===== src/smem_defs.svh =====
// ============================================================
// Widths, region offsets and handshake fields for the core
// Included by the package and by every RTL file that needs them
// ============================================================
`ifndef SMEM_DEFS_SVH
`define SMEM_DEFS_SVH

// Line and address sizes
`define SMEM_LINE_W         512
`define SMEM_ADDR_W         58
`define SMEM_BATCH_W        10
`define SMEM_PTR_W          12
`define SMEM_BUF_DEPTH      512

// Input region, counted in lines from the source pointer
// Handshake line sits one line below it
`define SMEM_INPUT_OFFSET   (50331648 + 16384)

// Handshake line fields
`define SMEM_TAG0_BIT       480
`define SMEM_TAG1_BIT       482
`define SMEM_BATCH_LSB      448

// Completion word, code in the top bits
`define SMEM_DONE_CODE      16
`define SMEM_DONE_W         32

`endif


===== src/line_counter.sv =====
// ============================================================
// Request, receive and write counters of one batch
// with their compares against the batch line count
// ============================================================
`timescale 1ns/1ns
`include "smem_defs.svh"

module line_counter (
	input  logic                     CLK_400M,
	input  logic                     PresetEmpty,
	input  logic                     clear,
	input  logic                     issue,
	input  logic                     rx_valid,
	input  logic                     write,
	input  logic [`SMEM_PTR_W-1:0]   line_count,
	output logic [`SMEM_PTR_W-1:0]   req_cnt,
	output logic [`SMEM_PTR_W-1:0]   rcv_cnt,
	output logic [`SMEM_PTR_W-1:0]   wr_cnt,
	output logic                     all_requested,
	output logic                     all_received,
	output logic                     all_written
);

	// Index 0 requested, 1 received, 2 written
	logic [2:0][`SMEM_PTR_W-1:0]  cnt;
	logic [2:0]                   step;

	assign step = {write, rx_valid, issue};

	// Clear wins over any step in the same cycle
	always_ff @(posedge CLK_400M or posedge PresetEmpty) begin
		if (PresetEmpty) begin
			cnt <= '0;
		end else if (clear) begin
			cnt <= '0;
		end else begin
			for (int i = 0; i < 3; i++) begin
				if (step[i])
					cnt[i] <= cnt[i] + 1'b1;
			end
		end
	end

	assign req_cnt = cnt[0];
	assign rcv_cnt = cnt[1];
	assign wr_cnt  = cnt[2];

	assign all_requested = (cnt[0] == line_count);
	assign all_received  = (cnt[1] == line_count);
	assign all_written   = (cnt[2] == line_count);

endmodule


===== config.mk =====
export PLATFORM = sky130hd
export DESIGN_NAME = line_counter
export DESIGN_NICKNAME = d
export VERILOG_FILES = /design/src/line_counter.sv
export VERILOG_INCLUDE_DIRS = /design/src
export SDC_FILE = /design/constraint.sdc
export NUM_CORES = 1
export LEC_CHECK = 0
export BUFFER_PORTS_ARGS = -buffer_cell sky130_fd_sc_hd__buf_2
export CORE_AREA = 3 3 76 78
export CTS_BUF_LIST = sky130_fd_sc_hd__clkbuf_16
export CTS_CLUSTER_SIZE = 12
export DETAILED_ROUTE_END_ITERATION = 8
export DIE_AREA = 0 0 79 81
export GPL_TIMING_DRIVEN = 0
export HOLD_SLACK_MARGIN = 0.12
export PLACE_DENSITY = 0.78
export SETUP_SLACK_MARGIN = 0.02
export SLEW_MARGIN = 15
export SYNTH_ARGS = -nofsm -noshare
export SYNTH_HDL_FRONTEND = slang
export SYNTH_SLANG_ARGS = --single-unit

===== constraint.sdc =====
create_clock -name CLK_400M -period 1.7 [get_ports CLK_400M]
set_input_delay 0.085 -clock CLK_400M [delete_from_list [all_inputs] [get_ports CLK_400M]]
set_output_delay 0.085 -clock CLK_400M [all_outputs]
set_load 0.01 [all_outputs]

After elaboration in Yosys (flattened, before gate mapping)

Cells that the tools add are included.
Widths: inputs -> output; s select.

Reductions and logical operators: 3
$add $sub $neg: 3
Mux-type cells: 4
Equality and inequality tests: 3

Operators by type and width:

| operator              | count |
|---|---|
| $add 12x1->12 const B | 3 |
| $eq 12x12->1          | 3 |
| $mux 12               | 3 |
| $mux 36               | 1 |
| $reduce_bool 2->1     | 3 |

Output and inout bits: 39
Flip-flop bits (word level): 36
Word-level logic and storage cells: 16

Longest topological paths before layout

Gate-level depths: netlist of the first run.

Depth in word-level cells: 3
Gate-level depth with buffers: 4
Depth with buffers taken out: 4

Worst setup path before layout of the first run

Ideal clock, no wire load.

Path type: register to register
Start: register cnt (netlist bit req_cnt[0])
End: register cnt (netlist bit req_cnt[10])
Data arrival time: 1.405 ns
Slack: 0.171 ns
Buffers on the path: 0
Clock period less this slack: 1.529 ns
Cell stages (with the launch flop): 5
Cell sequence: dfrtp_1 > ha_1 > nand2_1 > nor4_1 > mux2_2

Cells in the longest elaborated chain, start to end: 3

RTL lines:

| element                           | RTL line           | text |
|---|---|---|
| from (decl)                       | line_counter.sv:25 | `` logic [2:0][`SMEM_PTR_W-1:0] cnt; `` |
| from (signal, indexed assignment) | line_counter.sv:39 | `cnt[i] <= cnt[i] + 1'b1;` |
| $add 12x1->12                     | line_counter.sv:39 |  |
| $mux 12                           | line_counter.sv:38 | `if (step[i])` |
| $mux 36                           | line_counter.sv:34 | `end else if (clear) begin` |

Every way passes these cells. The select of a mux whose other input is x is not followed.
A chain may end at the register's enable or synchronous reset.

Worst setup path in the final report of the first run

Start: register cnt (netlist bit wr_cnt[0])
End: register cnt (netlist bit wr_cnt[8])

The elaborated chain is that of the path after synthesis.

==> metrics.txt, run 1 <==
outcome complete, no violations; Final setup violation count 0; WHS Path Cells 3; Final Cycle Share 0.957; asr flop ratio synth 1.00; Syn-to-layout area delta 25.7%; CTS Sinks 36; Top FF cell, synth dfrtp_1; total grt overflow 0; Post-synth EDFFs 0; Starting Density 0.434; GP Congestion 0.774; Ports 57; CP required 1.90 ns; WL/cell 16.2 µm; final WL 5.86 mm; deepest clock path buffer count 2; Final Hold Viols 0; Synth warnings 0; Yosys top cell area share 0.404; first-pass GRT wire length 9.49 mm; sequential fraction of the synthesis area 0.404; headroom to the max-slew limit 0.472; pwr dens 714 nW/µm²; Die H 81 µm; later-pin clock latency in the skew report 0.28 ns; FILL cells 468; FP Rows 26; TNS Setup 0 ns; DP HPWL 4.34 mm; Worst-Margin Slew 0.791 ns; most common cell in the netlist xnor2_1; TritonCTS buffer count 5; reg2reg path depth 4; Via density 5.57; highest routed layer met4; # DRC 0; clk_skew 0.00295 ns; vias in the first global route 1,973; die width 79 µm; Crit Path Class flip-flop to flip-flop; diode count 0; Worst Hold Class input pin to flip-flop; CP Max Fanout 6; H-Tree Depth 2; CP Data Arrival Time 1.82 ns; VDD IR max 0.000378 V; syn avg cell area 9.78 µm²; Overall Global Routing Usage 0.192; unrepaired setup endpoints after global routing yes; Worst Slack Setup Final 0.0732 ns; Routed met3 length 350 µm; FF+latch count, synth 36; core area 5140 µm²; layout cell share with drive strength beyond 1 0.306; static leakage 1.20 nW; Final Max Tran Viols 0; Worst Setup Start Kind flip-flop; max cap viols 0; placed cells 351; synthesized cell area 2230 µm²; metal2 WL 2.80 mm; Cell variety after synth 26; antenna viol nets, final 0; drt first-iter violations 102; initial antenna violation count 0; DR pass1 iterations 4; vias post-DR 2,011; total die area 6400 µm²; TritonCTS clock tree built; biggest area consumer among synthesized cells dfrtp_1; Port Buf Inserts 53; Post-Syn Nets 249; largest net degree at the start of global routing 37; Gate Count Post-Synth 228; pre-CTS setup slack -0.0327 ns; final cell count without fillers 361; Synth area leaders dfrtp_1 40%, xnor2_1 15%, nand4_1 4.8%; hold slack final 0.116 ns; clk slew on worst S/H paths 0.06 ns; nets 311; fmax 615 MHz; WL met1 2.64 mm; Tmin final 1.63 ns; commonest cells in the netlist 39 x xnor2_1, 36 x dfrtp_1, 19 x nor2_1; Root Driver clkbuf_16; Setup crit end kind flip-flop
-- cell usage in the layout (no fill, tap or decap), drive strengths merged, types with 9 or more instances in the layout --
cell / n
a21oi: 17
buf: 61
dfrtp: 36
nand2: 9
nand3: 9
nand4: 19
nor2: 19
o31ai: 12
or4: 12
xnor2: 39
xor2: 9
-- cells by family after synthesis --
family | share of synthesized area
compound gates | 0.0897
xor+xnor | 0.188
fa+ha+maj | 0.0168
buf+inv | 0.0488
flops | 0.404
mux | 0.0337
simple gates | 0.219
-- worst max-delay path, stage by stage (launching register included) --
cell and delay, ns:
dfrtp_2 0.42, ha_1 0.18, nand2_1 0.20, or4_1 0.57
a21oi_1 0.17
-- path summary, 6_finish.rpt --
kind	startpoint	endpoint	slack (ns)
worst max-delay path	wr_cnt[0]	wr_cnt[8]	0.07
worst min-delay path	write	wr_cnt[0]	0.12
worst max register to register	wr_cnt[0]	wr_cnt[8]	0.07
worst min register to register	rcv_cnt[11]	rcv_cnt[11]	0.59
max in group asynchronous	PresetEmpty	req_cnt[1]	0.64
min in group asynchronous	PresetEmpty	rcv_cnt[3]	0.50
-- sequential cells by signal, indices dropped and copies added, names as in the netlist --
name / flops
rcv_cnt: 12
req_cnt: 12
wr_cnt: 12
-- report_power, final --
group          leakage, nW  internal (mW)  switching, mW
clock               0.0687          0.532          0.347
combinational        0.639         0.0965          0.121
sequential           0.490          0.875         0.0301
-- cell type report --
cell class              count  area [µm²]  share of cell area
clock inverters             3        15.0             0.00535
repair buffers             55         285               0.102
clock buffers               5         125              0.0446
plain buffers              10        86.3              0.0308
inverters                   6        22.5             0.00803
well taps                  70        87.6              0.0312
multi-input cells         176        1270               0.454
flip-flops and latches     36         908               0.324
-- layer usage --
layer | global-route usage | vias to the layer above
met4 | 0.0687 | 0
met3 | 0.0421 | 6
li1 | - | 949
met2 | 0.308 | 59
met5 | 0 | -
met1 | 0.255 | 997
-- repair_timing --
| action | 4_1_cts | 5_1_grt |
|---|---|---|
| setup endpoints to repair | 3 | 10 |
| buffers inserted | 0 | 0 |
| resized for setup | 3 | 11 |
| hold endpoints to repair | 37 | 0 |
| hold buffers | 2 | 0 |
-- stage by stage --
stage,util,power [mW],area [µm²]
after detailed placement,0.503,1.13,2580
after global placement,0.503,1.12,2580
after CTS,0.537,2.00,2760
final,0.546,2.00,2800
after floorplan,-,1.04,2230
after global routing,0.546,2.09,2800
(Power assumes the default switching activity.)
==> run 2, diff against run 1 <==
--- a/config.mk
+++ b/config.mk
@@ -15,6 +15,7 @@
 export GPL_TIMING_DRIVEN = 0
 export HOLD_SLACK_MARGIN = 0.12
 export PLACE_DENSITY = 0.78
+export RECOVER_POWER = 25
 export SETUP_SLACK_MARGIN = 0.02
 export SLEW_MARGIN = 15
 export SYNTH_ARGS = -nofsm -noshare
==> metrics.txt, run 2 (synthesis gave the netlist of run 1 again) <==
outcome complete, no violations; FILL cells 478; most frequent cells in the layout 39 x xnor2_1, 34 x buf_2, 31 x dfrtp_1; Crit Path Class flip-flop to flip-flop; Starting Density 0.434; nets 311; TritonCTS buffer count 5; first-pass GRT wire length 9.49 mm; deepest clock path buffer count 2; TritonCTS clock tree built; Final setup violation count 0; Int Pwr 1.50 mW; clk slew on worst S/H paths 0.05 ns; # DRC 0; Worst Hold Class input pin to flip-flop; FP Rows 26; Slowest cell on crit path or4_1; DP HPWL 4.34 mm; sw frac 0.246; pwr dens 717 nW/µm²; unrepaired setup endpoints after global routing yes; Cell Area, Placed 2580 µm²; hold slack final 0.119 ns; Tmin final 1.63 ns; core area 5140 µm²; clk_skew 0.00266 ns; later-pin clock latency in the skew report 0.28 ns; final WL 5.84 mm; WP buf/inv 0; Via density 5.53; WL/cell 16.2 µm; static leakage 1.12 nW; Worst-Margin Slew 0.787 ns; H-Tree Depth 2; drt first-iter violations 99; commonest non-fill, non-tap cell in the layout xnor2_1; Worst Slack Setup Final 0.0706 ns; Tot Pwr 1.99 mW; Final Hold Viols 0; initial antenna violation count 0; sequential share of power 0.454; Port Buf Inserts 53; Syn-to-layout area delta 24.6%; Overall Global Routing Usage 0.192; Critical Path, Cell by Cell ha_1, nand2_1, or4_1, a21oi_1; max cap viols 0; Worst Setup Start Kind flip-flop; Die H 81 µm; CP Data Arrival Time 1.82 ns; total die area 6400 µm²; CP required 1.89 ns; slowest stage delay, CP 0.57 ns; largest net degree at the start of global routing 37; vias in the first global route 1,973; headroom to the max-slew limit 0.475; Setup crit end kind flip-flop; clock share of power 0.438; combinational share of power 0.108; vias post-DR 1,995; fmax 614 MHz; crit-path leading delay family simple AND/OR/NAND/NOR gates; FF+latch area 907 µm²; design area 2780 µm²; VDD IR max 0.000373 V; CP Max Fanout 6; Final Cycle Share 0.958; Ports 57; Post-CTS Setup Bufs 0; total grt overflow 0; pre-CTS setup slack -0.0327 ns; TNS Setup 0 ns; Root Driver clkbuf_16; Multi-input gate area 1270 µm²; CTS Sinks 36; layout cell share with drive strength beyond 1 0.237; DR pass1 iterations 4; die width 79 µm; switching power 0.491 mW; GP Congestion 0.774; antenna viol nets, final 0; Final Max Tran Viols 0; diode count 0
## run 2: changes by cell type in the layout (fill, tap and decap cells not counted)
cell      delta
dfrtp_2      -1
buf_2       -19
clkbuf_1    +19
dfrtp_1      +1
## run 2: per-stage QoR
step           utilization  std cells
4_1_cts              0.537        361
6_report             0.541        361
5_1_grt              0.541        361
3_3_place_gp         0.503        351
3_5_place_dp         0.503        351
2_1_floorplan            -        228
## run 2: worst paths after layout
kind | startpoint | endpoint | slack [ns] | cells past startpoint
worst max-delay path | wr_cnt[0] | wr_cnt[8] | 0.07 | 4
worst min-delay path | write | wr_cnt[0] | 0.12 | 3
worst max register to register | wr_cnt[0] | wr_cnt[8] | 0.07 | 4
worst min register to register | rcv_cnt[11] | rcv_cnt[11] | 0.59 | 2
max in group asynchronous | PresetEmpty | wr_cnt[1] | 0.65 | 3
min in group asynchronous | PresetEmpty | rcv_cnt[3] | 0.50 | 3
## run 2: layer usage
metal	wire, µm	part of all wire	vias to the layer above	global-route usage
met1	2620	0.45	978	0.255
met3	384	0.066	4	0.0421
li1	-	-	950	-
met2	2780	0.48	63	0.308
met5	0	0	-	0
met4	53	0.0091	0	0.0687
## run 2: timing repair
action | CTS | global route
hold endpoints to repair | 37 | 0
resized for setup | 3 | 11
gates cloned | 0 | 0
setup endpoints to repair | 3 | 10
hold buffers | 2 | 0
## run 2: area by class of cell
cell class                      instances  share of cell area
Buffer                                 10              0.0311
Clock buffer                            5              0.0450
Inverter                                6             0.00810
Multi-Input combinational cell        176               0.458
Tap cell                               70              0.0315
Timing Repair Buffer                   55              0.0941
Sequential cell                        36               0.326
Clock inverter                          3             0.00540
## run 2: power groups by stage
stage               registers (mW)  logic (mW)  clock network [mW]
finish                       0.904       0.215               0.872
global route                 0.907       0.237               0.941
CTS                          0.902       0.218               0.880
detailed placement           0.917       0.214                   0
global placement             0.916       0.206                   0
floorplan                    0.917       0.127                   0
## run 2: worst reg2reg max path, delay by kind of cell, from the launching register on
kind | cells | cell delay (ns)
and+or+nand+nor | 2 | 0.77
AOI/OAI and AO/OA | 1 | 0.17
adders and majority gates | 1 | 0.18
DFF | 1 | 0.42
