`src/smem_defs.svh`:
```
// ============================================================
// Widths, region offsets and handshake fields for the core
// Included by the package and by every RTL file that needs them
// ============================================================
`ifndef SMEM_DEFS_SVH
`define SMEM_DEFS_SVH

// Line and address sizes
`define SMEM_LINE_W         512
`define SMEM_ADDR_W         58
`define SMEM_BATCH_W        10
`define SMEM_PTR_W          12
`define SMEM_BUF_DEPTH      512

// Input region, counted in lines from the source pointer
// Handshake line sits one line below it
`define SMEM_INPUT_OFFSET   (50331648 + 16384)

// Handshake line fields
`define SMEM_TAG0_BIT       480
`define SMEM_TAG1_BIT       482
`define SMEM_BATCH_LSB      448

// Completion word, code in the top bits
`define SMEM_DONE_CODE      16
`define SMEM_DONE_W         32

`endif

```
`src/smem_pkg.sv`:
```
// ============================================================
// Shared types of the batch controller: states, opcodes, ports
// ============================================================
`include "smem_defs.svh"

package smem_pkg;

	// Controller states
	typedef enum logic [3:0] {
		st_idle      = 4'd0,
		st_poll      = 4'd1,
		st_check     = 4'd2,
		st_load      = 4'd3,
		st_out_read  = 4'd4,
		st_out_write = 4'd5,
		st_fence     = 4'd6,
		st_final     = 4'd7,
		st_fence2    = 4'd8
	} core_state_e;

	// Transmit opcodes, one per request kind
	typedef enum logic [2:0] {
		op_none    = 3'd0,
		op_poll_rd = 3'd1,
		op_load_rd = 3'd2,
		op_data_wr = 3'd3,
		op_fence   = 3'd4,
		op_done_wr = 3'd5,
		op_fence2  = 3'd6
	} tx_op_e;

	// Read request channel
	typedef struct packed {
		logic                     valid;
		logic [`SMEM_ADDR_W-1:0]  addr;
	} tx_rd_t;

	// Write request channel, fence rides on valid
	typedef struct packed {
		logic                     valid;
		logic                     fence;
		logic [`SMEM_ADDR_W-1:0]  addr;
		logic [`SMEM_LINE_W-1:0]  data;
	} tx_wr_t;

	// Read response channel
	typedef struct packed {
		logic                     valid;
		logic [`SMEM_LINE_W-1:0]  data;
	} rx_rsp_t;

endpackage

```
`src/tx_port.sv`:
```
// ============================================================
// Transmit stage: turns the opcode into registered read and
// write requests, forms addresses and the completion word
// ============================================================
`timescale 1ns/1ns
`include "smem_defs.svh"

module tx_port (
	input  logic                     CLK_400M,
	input  logic                     PresetEmpty,
	input  smem_pkg::tx_op_e         op,
	input  logic [`SMEM_PTR_W-1:0]   line_idx,
	input  logic [`SMEM_LINE_W-1:0]  line_data,
	input  logic [`SMEM_ADDR_W-1:0]  src_ptr,
	input  logic [`SMEM_ADDR_W-1:0]  dst_ptr,
	output smem_pkg::tx_rd_t         tx_rd,
	output smem_pkg::tx_wr_t         tx_wr
);

	localparam int AW = `SMEM_ADDR_W;
	localparam int LW = `SMEM_LINE_W;
	localparam int DW = `SMEM_DONE_W;

	logic [AW-1:0]  input_base;
	logic [AW-1:0]  hand_addr;
	logic [AW-1:0]  in_addr;
	logic [AW-1:0]  out_addr;
	logic [LW-1:0]  done_word;

	logic           rd_valid;
	logic [AW-1:0]  rd_addr;
	logic           wr_valid;
	logic           wr_fence;
	logic [AW-1:0]  wr_addr;
	logic [LW-1:0]  wr_data;

	// Address map
	assign input_base = src_ptr + AW'(`SMEM_INPUT_OFFSET);
	assign hand_addr  = input_base - AW'(1);
	assign in_addr    = input_base + AW'(line_idx);
	assign out_addr   = dst_ptr + AW'(line_idx);

	// Completion code on top, zeros below
	assign done_word = {DW'(`SMEM_DONE_CODE), {(LW-DW){1'b0}}};

	// ============================================================
	// Valids, one cycle per request
	// ============================================================
	always_ff @(posedge CLK_400M or posedge PresetEmpty) begin
		if (PresetEmpty) begin
			rd_valid <= 1'b0;
			wr_valid <= 1'b0;
			wr_fence <= 1'b0;
		end else begin
			rd_valid <= op inside {smem_pkg::op_poll_rd, smem_pkg::op_load_rd};
			wr_valid <= op inside {smem_pkg::op_data_wr, smem_pkg::op_fence,
			                       smem_pkg::op_done_wr, smem_pkg::op_fence2};
			wr_fence <= op inside {smem_pkg::op_fence, smem_pkg::op_fence2};
		end
	end

	// Address and data, held between requests
	always_ff @(posedge CLK_400M) begin
		case (op)
			smem_pkg::op_poll_rd: rd_addr <= hand_addr;
			smem_pkg::op_load_rd: rd_addr <= in_addr;
			smem_pkg::op_data_wr: begin
				wr_addr <= out_addr;
				wr_data <= line_data;
			end
			smem_pkg::op_done_wr: begin
				wr_addr <= hand_addr;
				wr_data <= done_word;
			end
			smem_pkg::op_fence, smem_pkg::op_fence2: begin
				wr_addr <= hand_addr;
				wr_data <= '0;
			end
			default: begin
			end
		endcase
	end

	assign tx_rd = '{valid: rd_valid, addr: rd_addr};
	assign tx_wr = '{valid: wr_valid, fence: wr_fence, addr: wr_addr, data: wr_data};

endmodule
```
`config.mk`:
```
export PLATFORM = sky130hd
export DESIGN_NAME = tx_port
export DESIGN_NICKNAME = d
export VERILOG_FILES = /design/src/smem_pkg.sv /design/src/tx_port.sv
export VERILOG_INCLUDE_DIRS = /design/src
export SDC_FILE = /design/constraint.sdc
export NUM_CORES = 1
export LEC_CHECK = 0
export BUFFER_PORTS_ARGS = -buffer_cell sky130_fd_sc_hd__buf_4
export CORE_AREA = 8 8 485 487
export DETAILED_ROUTE_END_ITERATION = 10
export DIE_AREA = 0 0 493 495
export HOLD_SLACK_MARGIN = 0.15
export PLACE_DENSITY_LB_ADDON = 0.2
export REMOVE_ABC_BUFFERS = 1
export SETUP_SLACK_MARGIN = 0.02
export SYNTH_ARGS = -nofsm -noshare
export SYNTH_HDL_FRONTEND = slang
export SYNTH_SLANG_ARGS = --single-unit
```
`constraint.sdc`:
```
create_clock -name CLK_400M -period 0.8 [get_ports CLK_400M]
set_input_delay 0.12 -clock CLK_400M [delete_from_list [all_inputs] [get_ports CLK_400M]]
set_output_delay 0.12 -clock CLK_400M [all_outputs]
set_load 0.01 [all_outputs]
```
==> Yosys cells after proc, flatten, opt, wreduce, memory -nomap -nowiden <==
Index checks and enable logic that the tools add are counted.
{ "totals": {"wordCells": 26, "latch_bits": 0, "n_memories": 0, "ram_bits": 0, "mem_bits_ro": 0, "inputBits": 645, "register_bits": 631, "out_inout_bits": 631} }
{ "op_classes": {"n_eq_ne": 6, "multipliers": 0, "muxes": 3, "addsub": 4, "bitwise_logic": 0, "div": 0, "shift": 0, "n_reduce_logical": 7, "n_lt_le_gt_ge": 0} }
{ "ops": {"columns": ["operator", "n"], "rows": [
  ["$pmux 512 s3", 1],
  ["$pmux 58 s2", 2],
  ["$add 58x12->58", 2],
  ["$add 58x26->58 const B", 1],
  ["$sub 58x1->58 const B", 1],
  ["$eq 3x3->1 const B", 3],
  ["$eq 3x2->1 const B", 2],
  ["$reduce_bool 2->1", 3],
  ["$reduce_bool 4->1", 1],
  ["$eq 3x1->1 const B", 1],
  ["$reduce_bool 3->1", 1],
  ["$reduce_or 3->1", 1],
  ["$reduce_or 2->1", 1]
]} }

==> Depth between registers and ports, before layout <==
{ "depth": {"depth_word": 3, "mapped_depth": 14, "ltp_nobuf": 12} }

==> Worst setup path before layout <==
Ideal clock, no wire load.
{ "synth_timing": {"path_kind": "input port to flip-flop", "from": "in op[2]", "to": "reg wr_data[0], enable pin", "n_path_buf": 1, "arrival_time_ps": 26292, "required_ps": -830, "stages": 2, "setup_time_ps": 1630, "slack_ps": -27122, "path_cell_list": "clkbuf_1 -> xnor2_1"} }
{ "synth_between": {"elab_chain_cells": 3, "elab_cells_between_ends": 6, "classes_between": "4 x eq/ne; 2 x reduce/logical"} }
{ "synth_rtl": {"columns": ["element", "line_no", "text"], "rows": [
  ["from (decl)", "tx_port.sv:11", "input smem_pkg::tx_op_e op,"],
  ["$eq 3x3->1", "tx_port.sv:64", "case (op)"],
  ["$reduce_or 2->1", "tx_port.sv:64", null],
  ["$reduce_bool 3->1 (no source line) *", null, null],
  ["to (signal assigned)", "tx_port.sv:69", "wr_data <= line_data;"],
  ["to (signal assigned)", "tx_port.sv:73", "wr_data <= done_word;"],
  ["to (decl)", "tx_port.sv:35", "logic [LW-1:0] wr_data;"]
]} }
Mark *: on every way between the ends. The rest lies on a longest branch, timed or not.
A chain may end at the register's enable or synchronous reset.

==> Worst setup path in the final report <==
{ "layout_timing": {"from": "in src_ptr[0]", "to": "reg rd_addr[52], data pin"} }
{ "layout_between": {"elab_chain_cells": 3, "elab_cells_between_ends": 4, "classes_between": "3 x add/sub; 1 x mux"} }
{ "layout_rtl": {"columns": ["element", "line_no", "text"], "rows": [
  ["from (decl)", "tx_port.sv:14", "input logic [`SMEM_ADDR_W-1:0] src_ptr,"],
  ["$add 58x26->58 *", "tx_port.sv:38", "assign input_base = src_ptr + AW'(`SMEM_INPUT_OFFSET);"],
  ["$add 58x12->58 / $sub 58x1->58 (equally long branches)", "tx_port.sv:40, tx_port.sv:39", null],
  ["$pmux 58 s2 *", "tx_port.sv:64", null],
  ["to (signal assigned)", "tx_port.sv:65", "smem_pkg::op_poll_rd: rd_addr <= hand_addr;"],
  ["to (signal assigned)", "tx_port.sv:66", "smem_pkg::op_load_rd: rd_addr <= in_addr;"],
  ["to (decl)", "tx_port.sv:31", "logic [AW-1:0] rd_addr;"]
]} }
Marks and branches as above.

==> results.ini <==
[outcome]
status=finished with violations
violations=negative hold slack, negative setup slack

[grt]
grt-busiest-layer=met2
antenna_found_initial=60
grt_util_met3_pct=4.43
grt_overflow=0
grt_pass1_wl_um=271000
grt_pass1_vias=30159
grt_use_total_pct=16.1
grt_util_met2_pct=28.1
grt_max_degree=89
grtUsageMet1_pct=19.0

[power_and_ir_drop]
swShare_pct=30.8
vdd_drop_max_mv=1.47
pwr-share-comb_pct=26.3
pwr-share-clk_pct=35.0
p_switching_mw=35.0
p_leak_nw=24.2
internal-power_mw=78.8
power_mw=114
p_per_area_nw_per_um2=1900
seq_power_share_pct=38.7

[clock_network]
clockBufferDepth=3
cts_tree=built
cts_max_level=3
numCtsBuffers=87
cts_root_buf=clkbuf_16
clkTransAtPathRegs_ns=0.06
cts.sinks=631

[synth]
synth_top_flop_cell=edfxtp_1
ys_async_sr_fraction_pct=0.475
synth_edf_count=628
yosysWarnings=0
synth.distinct_cells=86
synth-seq-area-share_pct=64.3
synthCells=2315
synth.cell_area_um2=29400
ys_seq_elements=631
avgSynthCellArea_um2=12.7

[worst_hold_path]
hold_path_depth=3
holdCritPathClass=input pin to register
hold_start=src_ptr[0]
whs_endpoint=rd_addr[0]

[finish]
final_cell_mix=buf_4, edfxtp_1, dlygate4sd3_1
stdcell_area_um2=60000
final_common_cell=buf_4
drive_above_1_share_pct=49.7
final_nets=5501
area_growth_pct=104

[setup_path]
max_stage_delay_ns=0.62
cpMaxStageDelayCell=or4b_4
setup.worst_path.start_class=input pin
arrival_ns=2.98
worstPathCellList=buf_8, ha_4, inv_2, fa_2, nor2b_1, o21a_1, o21ai_2, a21oi_4, a221oi_4, or4b_4, or4b_4, o32ai_4, xnor2_1
critPathMaxFanout=4
worst_setup_path_end_kind=register
critPathKind=input pin to register
path_common_cell=or4b_4
critPathRequiredTime_ns=1.24

[job]
cap_violations=0

[detailed_routing]
wl_um=210000
num_vias=29215
first_pass_iters=5
via_per_inst=3.68
drt_iter0_drc=1829
drtAntennaViolNets=0
wire_per_inst_um=26.4
drcViolationCount=0

[die]
initial_core_util_pct=12.9
num_io_pins=1276
std_cell_rows=176
die_w_um=493
die_h_um=495
dieArea_um2=244000
core_um2=228000

[timing]
worst_pin_slew_ns=0.659
setup_viol=1885
fin_crit_sh_pct=318
rsz0062_at_grt=yes
fin_crit_ns=2.54
hold_slack_ns=-0.140
finalHoldViolations=9
clock.fmax_mhz=393
slew_viol_final=0
setup_ws_ns=-1.74
max_slew_margin_pct=55.5

[placement]
gp_congestion=0.860
placed_area_um2=47300
dpl.hpwl_um=171000
io_buffers=1275

==> area by class of cell <==
class,instances,area [um2]
clock inverter,49,543
multi-input combinational,1534,12200
timing repair buffer,2546,22100
sequential,631,18900
antenna,23,57.6
inverter,26,100
tap,3026,3790
clock buffer,111,2290
fill,24295,168000
==> repair_timing <==
item / CTS / global route
endpoints found under the hold margin: 617 / 52
gates resized for setup: 433 / 227
endpoints found under the setup margin: 1648 / 1885
pin swaps: 167 / 133
hold buffers: 564 / 4
gates cloned: 1 / 14
buffers inserted: 67 / 48
==> metal layers <==
layer	wire, um	vias up
met4	6980	10
met3	14600	243
met5	63	-
li1	-	13358
met2	104000	1145
met1	83700	14459
==> flip-flops by register name (all words and copies together) (netlist names) <==
register  count
wr_data     512
wr_addr      58
rd_addr      58
rd_valid      1
wr_valid      1
wr_fence      1
==> power groups by stage <==
stage / clock, mW / combinational (mW) / sequential (mW)
2_1_floorplan: 0 / 3.92 / 42.4
6_report: 39.8 / 29.9 / 44.1
3_5_place_dp: 0 / 25.9 / 44.5
5_1_grt: 42.4 / 31.6 / 44.5
4_1_cts: 41.5 / 29.7 / 44.1
3_3_place_gp: 0 / 26.0 / 44.6
==> cell usage after synthesis, types with 28 or more instances <==
master | number | share of area, %
nand4_1 | 33 | 0.70
nand3_1 | 62 | 1.1
nor3_1 | 52 | 0.88
o21ai_0 | 43 | 0.73
and2_1 | 520 | 11
nand2_1 | 102 | 1.3
xnor2_1 | 110 | 3.3
nor2_1 | 134 | 1.7
clkbuf_1 | 99 | 1.3
xor2_1 | 90 | 2.7
edfxtp_1 | 628 | 64
ha_1 | 28 | 1.2
a21oi_1 | 77 | 1.3
==> worst max-delay path, delay by kind of cell <==
kind,cells,cell delay (ns)
compound gates,5,0.82
xor+xnor,1,0.10
fa+ha+maj,2,0.48
simple gates,3,1.32
buf+inv,2,0.12
==> how the worst max path moves through the flow <==
stage / depth (start not counted) / from / end / slack, ns
finish: 13 / src_ptr[0] / rd_addr[52] / -1.74
global route: 13 / src_ptr[0] / rd_addr[52] / -1.78
CTS: 13 / src_ptr[0] / rd_addr[52] / -1.72
detailed placement: 13 / line_idx[0] / rd_addr[52] / -3.11
global placement: 13 / line_idx[0] / rd_addr[52] / -3.16
floorplan: 2 / op[1] / wr_data[0] / -27.05
==> cells by family (layout without fill, tap and decap cells) <==
family | after synthesis | after routing | synth area share (%)
AO/OA/AOI/OAI | 237 | 238 | 5.37
flip-flops | 631 | 631 | 64.3
multiplexers | 19 | 19 | 0.650
adder cells (fa/ha/maj) | 30 | 30 | 1.33
buffers and inverters | 151 | 2732 | 2.15
XOR/XNOR | 200 | 200 | 5.95
other | 0 | 23 | 0
AND/OR/NAND/NOR | 1047 | 1047 | 20.2
==> metrics by stage <==
stage / instances / utilization [%] / setup slack [ns] / TNS, ns / hold WS, ns
finish: 7946 / 26.3 / -1.74 / -1371.56 / -0.140
global route: 7938 / 26.3 / -1.78 / -1418.42 / -0.180
CTS: 7872 / 25.5 / -1.72 / -1327.72 / -0.249
detailed placement: 7090 / 20.7 / -3.11 / -1247.35 / 0.0377
global placement: 7090 / 20.7 / -3.16 / -1245.73 / 0.0274
floorplan: 2190 / - / -27.05 / - / -0.126
No activity file was read; power rests on OpenSTA's default activity.
