### config.mk
export PLATFORM = sky130hd
export DESIGN_NAME = batch_fsm
export DESIGN_NICKNAME = d
export VERILOG_FILES = /design/src/smem_pkg.sv /design/src/batch_fsm.sv
export VERILOG_INCLUDE_DIRS = /design/src
export SDC_FILE = /design/constraint.sdc
export NUM_CORES = 1
export LEC_CHECK = 0
export BUFFER_PORTS_ARGS = -buffer_cell sky130_fd_sc_hd__buf_2
export CORE_AREA = 4 4 223 225
export CTS_CLUSTER_SIZE = 12
export DETAILED_ROUTE_END_ITERATION = 8
export DIE_AREA = 0 0 227 229
export GPL_TIMING_DRIVEN = 0
export PLACE_DENSITY = 0.3
export SLEW_MARGIN = 40
export SYNTH_ARGS = -nofsm -noshare
export SYNTH_HDL_FRONTEND = slang
export SYNTH_SLANG_ARGS = --single-unit
### constraint.sdc
create_clock -name CLK_400M -period 1.3 [get_ports CLK_400M]
set_input_delay 0.195 -clock CLK_400M [delete_from_list [all_inputs] [get_ports CLK_400M]]
set_output_delay 0.195 -clock CLK_400M [all_outputs]
set_load 0.02 [all_outputs]
### src/smem_defs.svh
// ============================================================
// Widths, region offsets and handshake fields for the core
// Included by the package and by every RTL file that needs them
// ============================================================
`ifndef SMEM_DEFS_SVH
`define SMEM_DEFS_SVH

// Line and address sizes
`define SMEM_LINE_W         512
`define SMEM_ADDR_W         58
`define SMEM_BATCH_W        10
`define SMEM_PTR_W          12
`define SMEM_BUF_DEPTH      512

// Input region, counted in lines from the source pointer
// Handshake line sits one line below it
`define SMEM_INPUT_OFFSET   (50331648 + 16384)

// Handshake line fields
`define SMEM_TAG0_BIT       480
`define SMEM_TAG1_BIT       482
`define SMEM_BATCH_LSB      448

// Completion word, code in the top bits
`define SMEM_DONE_CODE      16
`define SMEM_DONE_W         32

`endif

### src/smem_pkg.sv
// ============================================================
// Shared types of the batch controller: states, opcodes, ports
// ============================================================
`include "smem_defs.svh"

package smem_pkg;

	// Controller states
	typedef enum logic [3:0] {
		st_idle      = 4'd0,
		st_poll      = 4'd1,
		st_check     = 4'd2,
		st_load      = 4'd3,
		st_out_read  = 4'd4,
		st_out_write = 4'd5,
		st_fence     = 4'd6,
		st_final     = 4'd7,
		st_fence2    = 4'd8
	} core_state_e;

	// Transmit opcodes, one per request kind
	typedef enum logic [2:0] {
		op_none    = 3'd0,
		op_poll_rd = 3'd1,
		op_load_rd = 3'd2,
		op_data_wr = 3'd3,
		op_fence   = 3'd4,
		op_done_wr = 3'd5,
		op_fence2  = 3'd6
	} tx_op_e;

	// Read request channel
	typedef struct packed {
		logic                     valid;
		logic [`SMEM_ADDR_W-1:0]  addr;
	} tx_rd_t;

	// Write request channel, fence rides on valid
	typedef struct packed {
		logic                     valid;
		logic                     fence;
		logic [`SMEM_ADDR_W-1:0]  addr;
		logic [`SMEM_LINE_W-1:0]  data;
	} tx_wr_t;

	// Read response channel
	typedef struct packed {
		logic                     valid;
		logic [`SMEM_LINE_W-1:0]  data;
	} rx_rsp_t;

endpackage

### src/batch_fsm.sv
// ============================================================
// Batch sequencer: poll, load, write-back, fence and completion
// Emits one opcode per cycle for the transmit stage
// ============================================================
`timescale 1ns/1ns
`include "smem_defs.svh"

module batch_fsm (
	input  logic                     CLK_400M,
	input  logic                     PresetEmpty,
	input  logic                     core_start,
	input  logic                     rd_almostfull,
	input  logic                     wr_almostfull,
	input  smem_pkg::rx_rsp_t        rx,
	input  logic                     all_requested,
	input  logic                     all_received,
	input  logic                     all_written,
	input  logic [`SMEM_PTR_W-1:0]   req_cnt,
	input  logic [`SMEM_PTR_W-1:0]   wr_cnt,
	output smem_pkg::tx_op_e         op,
	output logic                     clear,
	output logic                     issue,
	output logic                     write,
	output logic [`SMEM_PTR_W-1:0]   line_idx,
	output logic [`SMEM_PTR_W-1:0]   line_count
);

	smem_pkg::core_state_e        state;
	smem_pkg::core_state_e        state_nxt;
	logic                         exp_tag;
	logic [`SMEM_BATCH_W-1:0]     batch_size;
	logic                         tag_hit;
	logic                         accept;

	// Tag bit selected by the polarity expected for this batch
	assign tag_hit = exp_tag ? rx.data[`SMEM_TAG1_BIT] : rx.data[`SMEM_TAG0_BIT];
	assign accept  = (state == smem_pkg::st_check) && rx.valid && tag_hit;

	// Four lines per read
	assign line_count = {batch_size, 2'b00};

	// Load uses the request count, write-back the written count
	assign line_idx = (state == smem_pkg::st_out_read || state == smem_pkg::st_out_write)
	                ? wr_cnt : req_cnt;

	// ============================================================
	// State, polarity and batch size
	// ============================================================
	always_ff @(posedge CLK_400M or posedge PresetEmpty) begin
		if (PresetEmpty) begin
			state      <= smem_pkg::st_idle;
			exp_tag    <= 1'b0;
			batch_size <= '0;
		end else begin
			state <= state_nxt;
			if (accept) begin
				batch_size <= rx.data[`SMEM_BATCH_LSB +: `SMEM_BATCH_W];
				exp_tag    <= ~exp_tag;
			end
		end
	end

	// ============================================================
	// Next state and opcode
	// ============================================================
	always_comb begin
		state_nxt = state;
		op        = smem_pkg::op_none;
		clear     = 1'b0;
		issue     = 1'b0;
		write     = 1'b0;
		case (state)
			smem_pkg::st_idle: begin
				clear = 1'b1;
				if (core_start)
					state_nxt = smem_pkg::st_poll;
			end
			smem_pkg::st_poll: begin
				clear = 1'b1;
				if (!rd_almostfull) begin
					op        = smem_pkg::op_poll_rd;
					state_nxt = smem_pkg::st_check;
				end
			end
			smem_pkg::st_check: begin
				// Counters stay at zero until the batch is taken;
				// a handshake response lands in slot 0, later overwritten
				clear = 1'b1;
				if (rx.valid)
					state_nxt = tag_hit ? smem_pkg::st_load : smem_pkg::st_poll;
			end
			smem_pkg::st_load: begin
				if (!all_requested && !rd_almostfull) begin
					op    = smem_pkg::op_load_rd;
					issue = 1'b1;
				end
				if (all_requested && all_received)
					state_nxt = smem_pkg::st_out_read;
			end
			smem_pkg::st_out_read: begin
				// Buffer read of wr_cnt is in flight here
				state_nxt = all_written ? smem_pkg::st_fence : smem_pkg::st_out_write;
			end
			smem_pkg::st_out_write: begin
				if (!wr_almostfull) begin
					op        = smem_pkg::op_data_wr;
					write     = 1'b1;
					state_nxt = smem_pkg::st_out_read;
				end
			end
			smem_pkg::st_fence: begin
				if (!wr_almostfull) begin
					op        = smem_pkg::op_fence;
					state_nxt = smem_pkg::st_final;
				end
			end
			smem_pkg::st_final: begin
				if (!wr_almostfull) begin
					op        = smem_pkg::op_done_wr;
					state_nxt = smem_pkg::st_fence2;
				end
			end
			smem_pkg::st_fence2: begin
				if (!wr_almostfull) begin
					op        = smem_pkg::op_fence2;
					state_nxt = smem_pkg::st_idle;
				end
			end
			default: begin
				state_nxt = smem_pkg::st_idle;
			end
		endcase
	end

endmodule

# Word-level counts from Yosys, hierarchy flattened
# Index checks and enable logic that the tools add are counted.
# totals
reg_bits	15
output_inout_bits	30
# op_classes
n_mux	25
reduce_logical	10
eq_ne	16
bitwise_logic	1
# op_table
cell	n
one-hot mux 4 bit (9 select lines)	1
2-to-1 mux 4 bit	8
one-hot mux 3 bit (6 select lines)	1
equality test 4 x 3 -> 1 bit (second input constant)	4
inequality test 2 bit (second input constant)	8
2-to-1 mux 12 bit	1
2-to-1 mux 3 bit	3
equality test 4 x 2 -> 1 bit (second input constant)	2
2-to-1 mux 2 bit	4
AND reduction 8 bit	1
2-to-1 mux 1 bit	7
equality test 4 x 1 -> 1 bit (second input constant)	1
equality test 4 bit (second input constant)	1
logical AND 1 bit	4
logical NOT 4 bit	1
OR reduction 3 bit	1
logical NOT 1 bit	2
logical OR 1 bit	1
NOT 1 bit	1

# Longest topological paths before layout
# depth
depth_word	4
depth_mapped	6
mapped_depth_nobuf	4

# Least setup slack after synthesis
# Ideal clock, no wire load.
# synth_path
kind	register to output
from	register state[0]
to	output port op[1]
path_buffers	1
t_arrival_ns	1.539
slack_ns	-0.434
path_stages_with_launch	5
cell_sequence	dfrtp_1 > buf_2 > nand2_1 > nor4b_2 > o21bai_1
# synth_between
elab_chain_len	2
# synth_rtl
item	line	source
start: declaration	batch_fsm.sv:28	smem_pkg::core_state_e state;
start signal: assignment	batch_fsm.sv:51	state <= smem_pkg::st_idle;
start signal: assignment	batch_fsm.sv:55	state <= state_nxt;
equality test 4 bit, or another cell as far along	batch_fsm.sv:72	case (state)
one-hot mux 3 bit (6 select lines) *	batch_fsm.sv:72	
end: declaration	batch_fsm.sv:20	output smem_pkg::tx_op_e op,
# Mark *: on every way between the ends. The rest lies on a longest branch, timed or not.

# Worst setup path in the final report
# layout_path
from	register state[1]
to	output port line_idx[7]
# layout_between
elab_chain_len	3
# layout_rtl
item	line	source
equality test 4 x 3 -> 1 bit	batch_fsm.sv:43	assign line_idx = (state == smem_pkg::st_out_read || state == smem_pkg::st_out_write)
logical OR 1 bit *	batch_fsm.sv:43	
2-to-1 mux 12 bit *	batch_fsm.sv:44	? wr_cnt : req_cnt;
end: declaration	batch_fsm.sv:24	output logic [`SMEM_PTR_W-1:0] line_idx,
# Marks and branches as above.

==> key figures <==
GRT
  – Wire length of the first global-routing pass: between 8000 and 9000 um
  – Vias in the first global route: approximately 1100
  – Pin count of the biggest net entering global routing: 16
  – Number of antenna violations at the first check in global routing: 10
  – Grt total ovfl: 0
  – Global routing usage summed across all routing layers: under 10%

Route
  – Total wire length after detailed routing: 5880 um
  – Starting DRT DRC Count: 19
  – Vias per Instance: approximately 1.4
  – Average wire length per cell after detail routing: about 7.3 um
  – TritonRoute pass-1 iters: 3
  – Residual antenna-violating net count after detailed routing: 0
  – Vias post-DR: 1100
  – Residual DRC count: 0

Worst setup path
  – Slowest CP cell: sky130_fd_sc_hd__dfrtp_1
  – Buffers and inverters on the worst path: 4
  – Path length in cells of the critical path: 6
  – Path type of the worst setup path: reg -> out
  – Cells along the critical path: buf_6, inv_6, and2_4, buf_12, mux2_4, buf_2
  – Maximum single-stage delay on the critical path: 0.37 ns
  – Endpoint type of the worst setup path: output port
  – Crit Path Max Fanout: 10
  – Data required time of the worst path: between 1 and 1.5 ns
  – Element type at the critical path start: register
  – Number of cell instances on the worst register-to-register path: 7
  – Data arrival at the endpoint of the critical path: between 1.5 and 2 ns
  – Worst-case register-to-register setup slack: -0.41 ns
  – Cell family with most CP delay: buffers and inverters

Floorplan
  – Horizontal extent of the die: 227 um
  – I/O Pins: 575
  – Area of the die: approximately 0.052 mm^2
  – Std-Cell Rows: 80
  – Y dimension of the die: around 230 um
  – Starting density of the core: approximately 2.2%
  – Floorplan Core Area: approximately 0.048 mm^2

Synth
  – Largest family of logic cells by synthesized area: multiplexers
  – Post-synth top flop: sky130_fd_sc_hd__dfrtp_1
  – Basic-gate share of the synthesized area counting and, or, nand and nor cells: about 16%
  – Share of the synthesized area in the top cell type: between 30 and 40%
  – Mux contribution to synthesized area: just under 30%
  – Per-instance average area after synthesis: approximately 11 um^2
  – Top cells by area in the synthesized netlist: sky130_fd_sc_hd__dfrtp_1 (36%), sky130_fd_sc_hd__mux2_4 (14%), sky130_fd_sc_hd__mux2_2 (14%)
  – Combined area of all synthesized cells: approximately 0.0011 mm^2
  – Post-synthesis xor/xnor area fraction: less than 1%
  – Sequential fraction of the synthesis area: between 30% and 40%
  – Share of flip-flops with an asynchronous set or reset: 100%
  – Synth warnings: 0
  – Number of synthesized register bits: 15
  – Adder-cell share of the synthesized area: 0%
  – Gate count after technology mapping: approximately 90
  – Leading area contributor after synthesis: sky130_fd_sc_hd__dfrtp_1
  – Number of distinct standard cells referenced by the synthesized netlist: 39
  – Complex-gate fraction of the synthesized area: 10.6%
  – Number of synthesized flops with an enable pin: 0

Finish
  – Filler cell count in the final layout: approximately 5600
  – Final-stage net count: between 700 and 800
  – Final Non-Filler Cells: 802
  – Layout overhead on the synthesized area: 161%
  – ANT cells: 0
  – Fraction of layout cells with a size suffix above 1: between 70% and 80%
  – Most frequent cells in the layout: sky130_fd_sc_hd__buf_2 (57), sky130_fd_sc_hd__mux2_4 (23), sky130_fd_sc_hd__buf_6 (21)
  – Most frequent standard cell in the layout excluding fill and tap cells: sky130_fd_sc_hd__buf_2
  – End-of-flow core utilization: under 10%

Clock tree
  – Clock buffers created by TritonCTS: 3
  – Level count of the clock H-tree: 1
  – CTS Root Buffer Type: sky130_fd_sc_hd__clkbuf_16
  – Longest Clk Path Bufs: 2
  – Clock-pin slew reported for the worst setup and hold paths after clock tree synthesis: roughly 0.060 ns
  – Num Clock Sinks: 15
  – Latest clock arrival within the worst-skew pair: ~0.25 ns
  – TritonCTS clock tree: yes

Power and ir drop
  – Switching power: ~1.8 mW
  – P_leak: between 1 and 1.5 nW
  – Share of total power in sequential cells: a little under a fifth
  – Power density normalized to cell area: approximately 1700 mW/mm^2
  – Clock Power Share: between 10 and 15%
  – Internal power consumption: approximately 2.7 mW
  – Switching share of power: approximately 40%
  – Comb power frac: about two thirds
  – Worst supply voltage drop on vdd: 0.389 mV

Run status
  – Status: finished, violations left
  – Failing checks: negative setup slack

STA
  – Total count of hold-check failures in the final report: 0
  – Number of setup violations in the final report: 32
  – Slew of the pin with the lowest slew margin: 0.645 ns
  – Time the final worst path needs with I/O delays and setup: roughly 1.8 ns
  – Minimum setup slack in the final design: -0.545 ns
  – Unrepaired setup endpoints after global routing: yes
  – Final Cycle Share: 142%
  – Upper clock frequency limit: around 540 MHz
  – Post-route clock skew: ~0.0035 ns
  – Headroom to the max-slew limit: 56.7%
  – Number of slew-limit violations in the final report: 0

Min path
  – Hold crit path type: in -> reg
  – Cell depth of the worst hold path: 2

Placed design
  – Dpl hpwl: slightly below 5000 um
  – Count of port buffers added during placement: 72
  – Routability cong.: 0.610
  – Cell count after placement: 780

Run
  – Max-capacitance violation count: 0
==> final timing paths <==
path / endpoint / start
worst min-delay path: batch_size[8] / rx[456]
worst max register to register: batch_size[3] / state[3]
worst max-delay path: line_idx[7] / state[1]
max in group asynchronous: state[0] / PresetEmpty
worst min register to register: exp_tag / exp_tag
min in group asynchronous: batch_size[4] / PresetEmpty
==> power by group through the flow <==
| stage | clock network (mW) | logic, mW | registers, mW |
|---|---|---|---|
| after detailed placement | 0 | 2.36 | 0.869 |
| after global placement | 0 | 2.38 | 0.857 |
| after global routing | 0.688 | 3.30 | 0.882 |
| final | 0.632 | 3.07 | 0.845 |
| after floorplan | 0 | 1.48 | 1.03 |
| after CTS | 0.670 | 2.87 | 0.846 |
==> layout make-up <==
type | count | area, um^2 | share of cell area (%)
plain buffers | 7 | 88.8 | 3.23
clock buffers | 3 | 75.1 | 2.73
clock inverters | 1 | 5.00 | 0.182
inverters | 3 | 16.3 | 0.592
multi-input cells | 68 | 754 | 27.5
flip-flops and latches | 15 | 378 | 13.8
well taps | 615 | 769 | 28.0
repair buffers | 90 | 661 | 24.0
==> per-layer routing <==
layer  GRT usage, %  share of wire [%]  up-vias  wire (um)
met5              0               0.49        -         29
met4          0.227                1.9        6        112
met2           3.70                 48       49       2820
li1               -                  -      521          -
met1           2.61                 42      504       2460
met3           1.10                7.9       20        462
==> repair_timing <==
action,in CTS,in global routing
hold buffers,0,1
endpoints found under the hold margin,0,9
resized for setup,40,16
buffers inserted,10,6
endpoints found under the setup margin,32,32
gates cloned,1,0
pin swaps,9,7
==> cell families (layout without fill, tap and decap cells) <==
| logic type | count (synthesis) | in the layout |
|---|---|---|
| simple gates | 27 | 27 |
| mux | 24 | 24 |
| flops | 15 | 15 |
| compound gates | 14 | 14 |
| buf+inv | 10 | 104 |
| other cells | 1 | 2 |
| xor+xnor | 1 | 1 |
==> cell usage after synthesis, types with 2 or more instances <==
master,n
sky130_fd_sc_hd__and2_1,3
sky130_fd_sc_hd__buf_2,2
sky130_fd_sc_hd__buf_4,3
sky130_fd_sc_hd__dfrtp_1,15
sky130_fd_sc_hd__inv_1,2
sky130_fd_sc_hd__mux2_2,13
sky130_fd_sc_hd__mux2_4,10
sky130_fd_sc_hd__nand2_1,4
sky130_fd_sc_hd__nand2b_1,2
sky130_fd_sc_hd__nand3_1,2
sky130_fd_sc_hd__nor2_1,5
sky130_fd_sc_hd__nor3b_1,2
sky130_fd_sc_hd__o211ai_1,2
sky130_fd_sc_hd__o31ai_1,2
==> stage by stage <==
step	hold slack, ns	setup WS [ns]	instance area [um^2]	power [mW]	TNS (ns)
floorplan	0.0965	-0.169	1150	2.52	-3.38
global placement	0.350	-0.520	2280	3.24	-11.23
detailed placement	0.350	-0.510	2280	3.23	-11.06
CTS	0.0727	-0.581	2620	4.38	-14.19
global route	0.163	-0.610	2750	4.87	-15.63
finish	0.171	-0.545	2750	4.55	-13.26
==> registers in the layout, indices dropped and copies added (netlist names) <==
register,cells
state,4
exp_tag,1
batch_size,10
(Power assumes the default switching activity.)
